## src/qpimem_pkg.sv

```systemverilog
package qpimem_pkg;

	// Word-addressed cache geometry
	localparam int ADDR_WIDTH = 22;
	localparam int CACHELINE_WORDS = 4;
	localparam int CACHELINE_CT = 32;
	localparam int CACHE_WAYS = 2;
	localparam int CACHE_SETS = CACHELINE_CT / CACHE_WAYS;
	localparam int OFFSET_BITS = $clog2(CACHELINE_WORDS);
	localparam int SET_BITS = $clog2(CACHE_SETS);
	localparam int TAG_BITS = ADDR_WIDTH - SET_BITS - OFFSET_BITS;

	// QPI command bytes and read turnaround in sclk periods
	localparam logic [7:0] QPI_CMD_READ = 8'hEB;
	localparam logic [7:0] QPI_CMD_WRITE = 8'h38;
	localparam int QPI_READ_WAIT = 6;

	typedef logic [TAG_BITS-1:0] cache_tag_t;
	typedef logic [SET_BITS-1:0] cache_set_t;
	typedef logic [OFFSET_BITS-1:0] cache_offset_t;

	// Host word address with the tag in the high bits
	typedef struct packed {
		cache_tag_t tag;
		cache_set_t set;
		cache_offset_t offset;
	} word_addr_t;

	// Byte address on the QPI bus
	typedef logic [ADDR_WIDTH+1:0] byte_addr_t;

	// Host request held until ready
	typedef struct packed {
		word_addr_t addr;
		logic [3:0] wen;
		logic ren;
		logic [31:0] wdata;
	} cpu_req_t;

	typedef struct packed {
		logic [31:0] rdata;
		logic ready;
	} cpu_rsp_t;

	// Line transfer request from the cache to the serial engine
	typedef struct packed {
		logic do_read;
		logic do_write;
		byte_addr_t addr;
		logic [31:0] wdata;
	} qpi_req_t;

	typedef struct packed {
		logic next_word;
		logic [31:0] rdata;
		logic idle;
	} qpi_rsp_t;

	// Outgoing pins of the QPI bus
	typedef struct packed {
		logic sclk;
		logic cs_n;
		logic [3:0] sio_oe;
		logic [3:0] sio_out;
	} qpi_pins_t;

endpackage
```

## src/qpimem_iface.sv

```systemverilog
`timescale 1ns/1ps

module qpimem_iface (
	input  logic                   clk,
	input  logic                   rst,
	input  qpimem_pkg::qpi_req_t   req,
	input  logic [3:0]             sio_in,
	output qpimem_pkg::qpi_rsp_t   rsp,
	output qpimem_pkg::qpi_pins_t  pins
);

	typedef enum logic [2:0] {
		ST_IDLE,
		ST_CMD,
		ST_ADDR,
		ST_WAIT,
		ST_DATA,
		ST_DESEL
	} state_t;

	state_t state;
	logic sclk_q;
	logic cs_n_q;
	logic [3:0] oe_q;
	logic next_word_q;
	logic rd_mode;
	logic [2:0] nib_cnt;
	// Outgoing nibble is always the top of this register
	logic [31:0] sr;
	logic [31:0] rdata_q;

	logic start;
	logic fall;
	logic load_word;
	logic shift_out;
	logic sample;
	logic word_in;

	// Byte 0 travels first on the bus
	function automatic logic [31:0] swap32(input logic [31:0] w);
		swap32 = {w[7:0], w[15:8], w[23:16], w[31:24]};
	endfunction

	assign start = (state == ST_IDLE) && (req.do_read || req.do_write);
	// sclk high now, so this edge is a falling one
	assign fall = sclk_q;

	// Write words are taken after the last address nibble and at each word end
	assign load_word = !rd_mode && fall &&
		(((state == ST_ADDR) && (nib_cnt == 3'd5)) ||
		 ((state == ST_DATA) && (nib_cnt == 3'd7) && req.do_write));
	assign shift_out = fall && !load_word &&
		((state == ST_CMD) || (state == ST_ADDR) || ((state == ST_DATA) && !rd_mode));
	// Read nibbles are sampled on the rising edge
	assign sample = (state == ST_DATA) && rd_mode && !sclk_q && req.do_read;
	assign word_in = sample && (nib_cnt == 3'd7);

	always_ff @(posedge clk) begin
		if (start)
			sr <= {req.do_read ? qpimem_pkg::QPI_CMD_READ : qpimem_pkg::QPI_CMD_WRITE, req.addr};
		else if (load_word)
			sr <= swap32(req.wdata);
		else if (shift_out)
			sr <= {sr[27:0], 4'h0};
		else if (sample)
			sr <= {sr[27:0], sio_in};
		if (word_in)
			rdata_q <= swap32({sr[27:0], sio_in});
	end

	always_ff @(posedge clk) begin
		if (rst) begin
			state <= ST_IDLE;
			sclk_q <= 1'b0;
			cs_n_q <= 1'b1;
			oe_q <= 4'h0;
			next_word_q <= 1'b0;
			rd_mode <= 1'b0;
			nib_cnt <= '0;
		end else begin
			next_word_q <= load_word || word_in;
			case (state)
				ST_IDLE: begin
					sclk_q <= 1'b0;
					if (start) begin
						state <= ST_CMD;
						cs_n_q <= 1'b0;
						oe_q <= 4'hf;
						rd_mode <= req.do_read;
						nib_cnt <= '0;
					end
				end
				// Two command nibbles
				ST_CMD: begin
					sclk_q <= ~sclk_q;
					if (fall) begin
						if (nib_cnt == 3'd1) begin
							state <= ST_ADDR;
							nib_cnt <= '0;
						end else begin
							nib_cnt <= nib_cnt + 3'd1;
						end
					end
				end
				// Six address nibbles, high first
				ST_ADDR: begin
					sclk_q <= ~sclk_q;
					if (fall) begin
						if (nib_cnt == 3'd5) begin
							nib_cnt <= '0;
							if (rd_mode) begin
								// Release the bus for the turnaround
								state <= ST_WAIT;
								oe_q <= 4'h0;
							end else begin
								state <= ST_DATA;
							end
						end else begin
							nib_cnt <= nib_cnt + 3'd1;
						end
					end
				end
				// Memory drives the first data nibble on the last falling edge here
				ST_WAIT: begin
					sclk_q <= ~sclk_q;
					if (fall) begin
						if (nib_cnt == 3'(qpimem_pkg::QPI_READ_WAIT - 1)) begin
							state <= ST_DATA;
							nib_cnt <= '0;
						end else begin
							nib_cnt <= nib_cnt + 3'd1;
						end
					end
				end
				ST_DATA: begin
					if (rd_mode && !sclk_q && !req.do_read) begin
						// Line done, stop before the next rising edge
						state <= ST_DESEL;
						sclk_q <= 1'b0;
						cs_n_q <= 1'b1;
						nib_cnt <= '0;
					end else begin
						sclk_q <= ~sclk_q;
						if (sample)
							nib_cnt <= nib_cnt + 3'd1;
						if (!rd_mode && fall) begin
							nib_cnt <= nib_cnt + 3'd1;
							// Word boundary with no more data to send
							if ((nib_cnt == 3'd7) && !req.do_write) begin
								state <= ST_DESEL;
								cs_n_q <= 1'b1;
								oe_q <= 4'h0;
								nib_cnt <= '0;
							end
						end
					end
				end
				// cs_n high for two cycles before the next command
				ST_DESEL: begin
					sclk_q <= 1'b0;
					oe_q <= 4'h0;
					if (nib_cnt == 3'd0)
						nib_cnt <= 3'd1;
					else
						state <= ST_IDLE;
				end
				default: state <= ST_IDLE;
			endcase
		end
	end

	assign rsp.next_word = next_word_q;
	assign rsp.rdata = rdata_q;
	assign rsp.idle = (state == ST_IDLE);

	assign pins.sclk = sclk_q;
	assign pins.cs_n = cs_n_q;
	assign pins.sio_oe = oe_q;
	assign pins.sio_out = sr[31:28];

	// No contention while the memory drives read data
	assert property (@(posedge clk) disable iff (rst)
		((state == ST_DATA) && rd_mode) |-> (pins.sio_oe == 4'h0));

endmodule

```

## config.mk

```make
export PLATFORM = sky130hd
export DESIGN_NAME = qpimem_iface
export DESIGN_NICKNAME = d
export VERILOG_FILES = /design/src/qpimem_pkg.sv /design/src/qpimem_iface.sv
export SDC_FILE = /design/constraint.sdc
export NUM_CORES = 1
export LEC_CHECK = 0
export BUFFER_PORTS_ARGS = -buffer_cell sky130_fd_sc_hd__buf_4
export CAP_MARGIN = 20
export CORE_MARGIN = 2
export CORE_UTILIZATION = 45
export DETAILED_ROUTE_END_ITERATION = 8
export PLACE_DENSITY_LB_ADDON = 0.25
export SLEW_MARGIN = 15
export SYNTH_ARGS = -nofsm -noshare
export SYNTH_HDL_FRONTEND = slang
export SYNTH_SLANG_ARGS = --single-unit
export TNS_END_PERCENT = 5
```

## constraint.sdc

```tcl
create_clock -name clk -period 6.76 [get_ports clk]
set_input_delay 0 -clock clk [delete_from_list [all_inputs] [get_ports clk]]
set_output_delay 0 -clock clk [all_outputs]
set_load 0.01 [all_outputs]
```

==> results of run 1 <==
per-stage QoR:
| step | instance area, sq um | util | power (mW) |
|---|---|---|---|
| floorplan | 3550 | - | 1.11 |
| global placement | 4330 | 0.563 | 1.24 |
| detailed placement | 4330 | 0.563 | 1.26 |
| CTS | 5060 | 0.658 | 1.68 |
| global route | 5060 | 0.658 | 1.78 |
| finish | 5060 | 0.658 | 1.69 |
flip-flops by register name, indices dropped and copies added, names as in the netlist:
register,count
nib_cnt,3
fall,1
oe_q,1
sr,32
rd_mode,1
next_word_q,1
cs_n_q,1
state,3
rdata_q,32
cells by family (layout without fill, tap and decap cells):
kind of cell,count (synthesis),after routing,share of synthesized area
mux,1,1,0.00282
xor+xnor,1,1,0.00247
buf+inv,41,189,0.0616
flops,75,75,0.603
fa+ha+maj,4,4,0.0141
compound gates,71,71,0.152
simple gates,118,118,0.164
worst min-delay path by stage:
stage               startpoint                    end  depth (start not counted)
finish                 req[28]        sr[4]$_DFFE_PP_                          3
global route           req[28]        sr[4]$_DFFE_PP_                          3
CTS                    req[28]        sr[4]$_DFFE_PP_                          3
detailed placement   sio_in[1]  rdata_q[25]$_DFFE_PP_                          1
global placement     sio_in[1]  rdata_q[25]$_DFFE_PP_                          1
floorplan            sio_in[0]  rdata_q[24]$_DFFE_PP_                          0
layout by cell type, fill, tap and decap left out, types with 6 or more instances in the layout:
cell and instances:
inv_1 7, clkbuf_8 9, buf_4 112, o21ai_0 10, nand2_1 56, a21oi_1 6
edfxtp_1 64, dfxtp_1 11, dlygate4sd3_1 54, o211ai_1 24, nand3_1 31
synthesized netlist by cell type, types with 5 or more instances:
cell,number
o21ai_0,10
dfxtp_1,11
inv_1,7
buf_4,10
nand2_1,56
a21oi_1,6
edfxtp_1,64
clkbuf_1,10
nand3_1,31
a32oi_1,5
o211ai_1,24
buf_2,10
nor2_1,5
area by class of cell:
class	instances	share of cell area
Clock inverter	7	0.0119
Multi-Input combinational cell	195	0.236
Sequential cell	75	0.424
Tap cell	102	0.0252
Inverter	7	0.00520
Timing Repair Buffer	166	0.273
Clock buffer	9	0.0245
per-layer routing:
layer | vias up | routed length [um] | global-route usage
li1 | 1447 | - | -
met1 | 1450 | 4110 | 0.299
met2 | 133 | 4820 | 0.380
met3 | 25 | 630 | 0.0382
met4 | 0 | 315 | 0.109
met5 | - | 0 | 0
power by group through the flow:
stage	sequential [mW]	clock [mW]	combinational (mW)
floorplan	0.749	0	0.359
global placement	0.800	0	0.444
detailed placement	0.803	0	0.452
CTS	0.793	0.332	0.555
global route	0.812	0.351	0.618
finish	0.798	0.327	0.564
worst min-delay path, delay by kind of cell:
kind	cells	cell delay, ps
AO/OA/AOI/OAI	1	90
buffers and inverters	1	80
AND/OR/NAND/NOR	1	70
==> results.md, run 1 <==
- Critical Path End: sr[5]$_DFFE_PP_
- Critical Path Stages: 5
- Post-Synthesis Cells: 311
- Routability Congestion: 0.852
- Syn nets: 379
- Yosys top cell area share: 0.541
- Comb pwr share: 0.334
- Worst Setup SP: state[2]$_SDFFE_PP0P_
- Post-synthesis area per instance: 11.4 sq um
- Die height: 92.9 um
- Io pins: 108
- TritonCTS sink count: 75
- Critical path, cell by cell: nor3b_4, a32oi_1, nor2_2, o211ai_1, dlygate4sd3_1
- PostCTS Resize Cnt: 0
- Antenna cell count: 0
- Final cell count without fillers: 561
- Cell Rows: 32
- FF-to-FF setup slack: 3380 ps
- Vias/cell: 5.45
- WHS: 10.2 ps
- Global-route wire length before repair: 15.2 mm
- Max-slew violation count: 0
- Post-synth top flop: edfxtp_1
- Share of the yosys chip area belonging to registers: 0.603
- Synthesized area: 3550 sq um
- Setup_tns: 0 ps
- Pleak: 1.93 nW
- GRT Util Overall: 0.231
- Yosys warning total: 0
- CP max stage cell: nor2_2
- Num CTS Buffers: 9
- Tmin final: 3380 ps
- Initial antenna violation count: 0
- Critical Path RT: 6860 ps
- Clk root buf: clkbuf_8
- Drt wl/cell: 17.6 um
- Worst Skew: 11.9 ps
- Synth Register Bits: 75
- CP Data Arrival Time: 3480 ps
- Sw frac: 0.341
- Total gr overflow: 0
- CTS tree: built
- Syn-to-layout area delta: 42.3%
- Detailed-route via count: 3055
- Worst VDD drop: 0.173 mV
- Fin nets: 522
- Pre-antenna DRT Iters: 4
- Iteration-0 DRC Markers: 205
- IO buf count: 107
- Largest net degree at the start of global routing: 33
- FF-to-FF path depth: 5
- Starting Density: 0.462
- Outcome: finished clean
- CTS Hold Bufs: 54
- Clk buf depth: 2
- Reg-to-Reg End: sr[5]$_DFFE_PP_
- Final wirelength: 9.88 mm
- HPWL after DPL: 6.36 mm
- Clock power frac: 0.193
- Cell-internal power: 1.11 mW
- Worst-Margin Slew: 1060 ps
- CP peak stage delay: 860 ps
- Async SR Flop Fraction: 0
- Hold Fails Final Rpt: 0
- FMAX: 296 MHz
- RSZ-0062 raised after global routing: false
- Register area: 2140 sq um
- Die area: 8620 sq um
- Slew margin rel.: 0.294
- Startpoint types: register
- # fillers: 578
- Count of cell types in the netlist: 53
- Clock latency on the worst-skew pair: 360 ps
- Vias in the first global route: 3062
- Setup violators final: 0
- Largest cells by area after synthesis: edfxtp_1 54%, dfxtp_1 6.2%, nand2_1 5.9%
- Seq pwr share: 0.473
- Kind of critical path: register to register
- Buffer count from post-CTS setup fixing: 0
- CTS clk-pin slew, worst paths: 80 ps
- Antenna Violating Nets Remaining: 0
- Post-synth EDFFs: 64
- Min-Delay Path Class: input port to register
- CTS H-tree lvls: 3
- DRC: 0
- Sw Pwr: 0.576 mW
- Max FO, Critical Path: 26
- Core box area: 7690 sq um
- Placed cell count: 491
- Area occupied by multi-input gates: 1190 sq um
- CP Capture Type: register
- Cell family with most CP delay: simple AND/OR/NAND/NOR gates
- Final Worst Setup Slack: 3380 ps
- DP Worst Slack: 4000 ps
- Area leader, netlist: edfxtp_1
- Crit path buffers/inverters: 1
- Power Dens Cells: 334 nW/um^2
- RR Startpoint: state[2]$_SDFFE_PP0P_
- Layout cells sized above 1: 0.309
- Horiz. Die Dim: 92.9 um
- Tcrit/Tclk final: 0.500
- Max-cap violation count: 0
No activity file was read; power rests on OpenSTA's default activity.
==> inputs of run 2 (changes only) <==
==> constraint.sdc (replaced) <==
create_clock -name clk -period 3.12 [get_ports clk]
set_input_delay 0 -clock clk [delete_from_list [all_inputs] [get_ports clk]]
set_output_delay 0 -clock clk [all_outputs]
set_load 0.01 [all_outputs]
==> run 2 against run 1 <==
Compared with the run above:
- global-route usage grew 0.82 points
- clock skew shrank 2.9 ps
- first-iteration DRC count shrank 7.3%
- non-clock buffer count grew 2
- combinational power grew 120%
- sequential power grew 120%
- core utilization grew 0.44 points
- largest power group unchanged
- flip-flop and latch count is the same
- final cell count grew 0.18%
- the flow now finishes with violations (negative hold slack)
- die area is the same
==> results.md, run 2 (same netlist as run 1, synthesis figures left out) <==
- Tmin final: 2920 ps
- TritonCTS sink count: 75
- Met3 capacity usage during global routing: 0.0553
- Pre-antenna DRT Iters: 5
- Syn-to-layout area delta: 43.2%
- Clock latency on the worst-skew pair: 350 ps
- Layout cells sized above 1: 0.320
- WHS: -2.75 ps
- GRT Util Overall: 0.239
- Area after DPL: 4380 sq um
- Die area: 8620 sq um
- Power Dens Cells: 739 nW/um^2
- Max FO, Critical Path: 17
- Fin nets: 524
- CP Data Arrival Time: 3020 ps
- RSZ-0062 raised after global routing: false
- Antenna Violating Nets Remaining: 0
- RR Startpoint: state[0]$_SDFFE_PP0P_
- Max-cap violation count: 0
- Startpoint types: register
- Seq pwr share: 0.457
- Setup violators final: 0
- Worst Skew: 9.03 ps
- Starting Density: 0.462
- CP peak stage delay: 580 ps
- Setup_tns: 0 ps
- Failing checks: negative hold slack
- Initial antenna violation count: 0
- Final Util: 0.662
- IO buf count: 107
- Die height: 92.9 um
- Worst VDD drop: 0.345 mV
- Sw frac: 0.325
- Num CTS Buffers: 9
- Vias in the first global route: 3168
- Final Worst Setup Slack: 200 ps
- Most common cell after layout, fill and taps aside: buf_4
- Global-route wire length before repair: 15.7 mm
- Tcrit/Tclk final: 0.936
- Core box area: 7690 sq um
- Sw Pwr: 1.22 mW
- Crit path buffers/inverters: 2
- Clk buf depth: 2
- Clock power frac: 0.216
- Top Usage Layer GRT: met2
- Final wirelength: 10.2 mm
- Met1 GRT Util: 0.305
- DP Worst Slack: 836 ps
- Critical Path RT: 3220 ps
- Outcome: complete, but fails checks
- Hold Startpoint: req[23]
- CTS clk-pin slew, worst paths: 80 ps
- Pleak: 1.95 nW
- Kind of critical path: register to register
- Horiz. Die Dim: 92.9 um
- Largest net degree at the start of global routing: 33
- DRC: 0
- Cell Rows: 32
- CP max stage cell: dlygate4sd3_1
- CTS H-tree lvls: 3
- HPWL after DPL: 6.56 mm
- Cell family with most CP delay: buffers and inverters
- Regs by FF count: rdata_q x32, sr x32
- Io pins: 108
- Worst-Margin Slew: 947 ps
- Clk root buf: clkbuf_8
- CP Capture Type: register
- Vias/cell: 5.57
- CTS tree: built
- Routability Congestion: 0.858
- Cell-internal power: 2.54 mW
- Total gr overflow: 0
- Met2 Use GR: 0.404
- Worst Setup SP: state[0]$_SDFFE_PP0P_
- FMAX: 342 MHz
- Buffer count from post-CTS setup fixing: 0
- Critical path, cell by cell: nor3b_4, a32oi_1, nor2_2, buf_4, o211ai_1, dlygate4sd3_1
- Min-Delay Path Class: input port to register
- Hold Fails Final Rpt: 1
- Comb pwr share: 0.327
- Drt wl/cell: 18.1 um
- Slew margin rel.: 0.367
- Iteration-0 DRC Markers: 190
- Most frequent cells in the layout: 118 x buf_4, 64 x edfxtp_1, 56 x nand2_1
- Antenna cell count: 0
- Fin area: 5090 sq um
- Detailed-route via count: 3130
- Max-slew violation count: 0
==> run 2: stage by stage <==
stage	total power, mW	std cells
global placement	2.71	497
finish	3.76	562
detailed placement	2.74	497
CTS	3.74	562
global route	3.95	562
floorplan	2.40	311
==> run 2: worst paths after layout <==
path                           endpoint  slack (ps)  cells after the start
hold / removal         sr[15]$_DFFE_PP_          -3                      3
setup / recovery       sr[22]$_DFFE_PP_         200                      6
hold reg to reg   rdata_q[16]$_DFFE_PP_         450                      0
setup reg to reg       sr[22]$_DFFE_PP_         200                      6
==> run 2: metal layers <==
layer / wire (um) / share of wire / vias up
li1: - / - / 1442
met1: 4070 / 0.40 / 1503
met2: 5180 / 0.51 / 167
met3: 761 / 0.075 / 18
met4: 165 / 0.016 / 0
met5: 0 / 0 / -
==> run 2: area by class of cell <==
cell class | instances | area, sq um
Timing Repair Buffer | 168 | 1390
Clock buffer | 9 | 124
Tap cell | 102 | 128
Clock inverter | 6 | 88.8
Sequential cell | 75 | 2140
Multi-Input combinational cell | 195 | 1190
Inverter | 7 | 26.3
Fill cell | 575 | 2600
==> run 2: what timing repair did <==
action                                 CTS  global route
endpoints found under the hold margin   36             0
hold buffers                            50             0
gates resized for setup                  0             0
==> run 2: power groups by stage <==
stage	Sequential, mW	Clock [mW]	Combinational [mW]
finish	1.72	0.812	1.23
detailed placement	1.73	0	1.01
global placement	1.73	0	0.979
floorplan	1.62	0	0.778
global route	1.74	0.865	1.34
CTS	1.71	0.819	1.21
==> run 2: tightest hold or removal path: stages <==
cell and delay, ps:
buf_4 80, nand3_1 50, o211ai_1 100
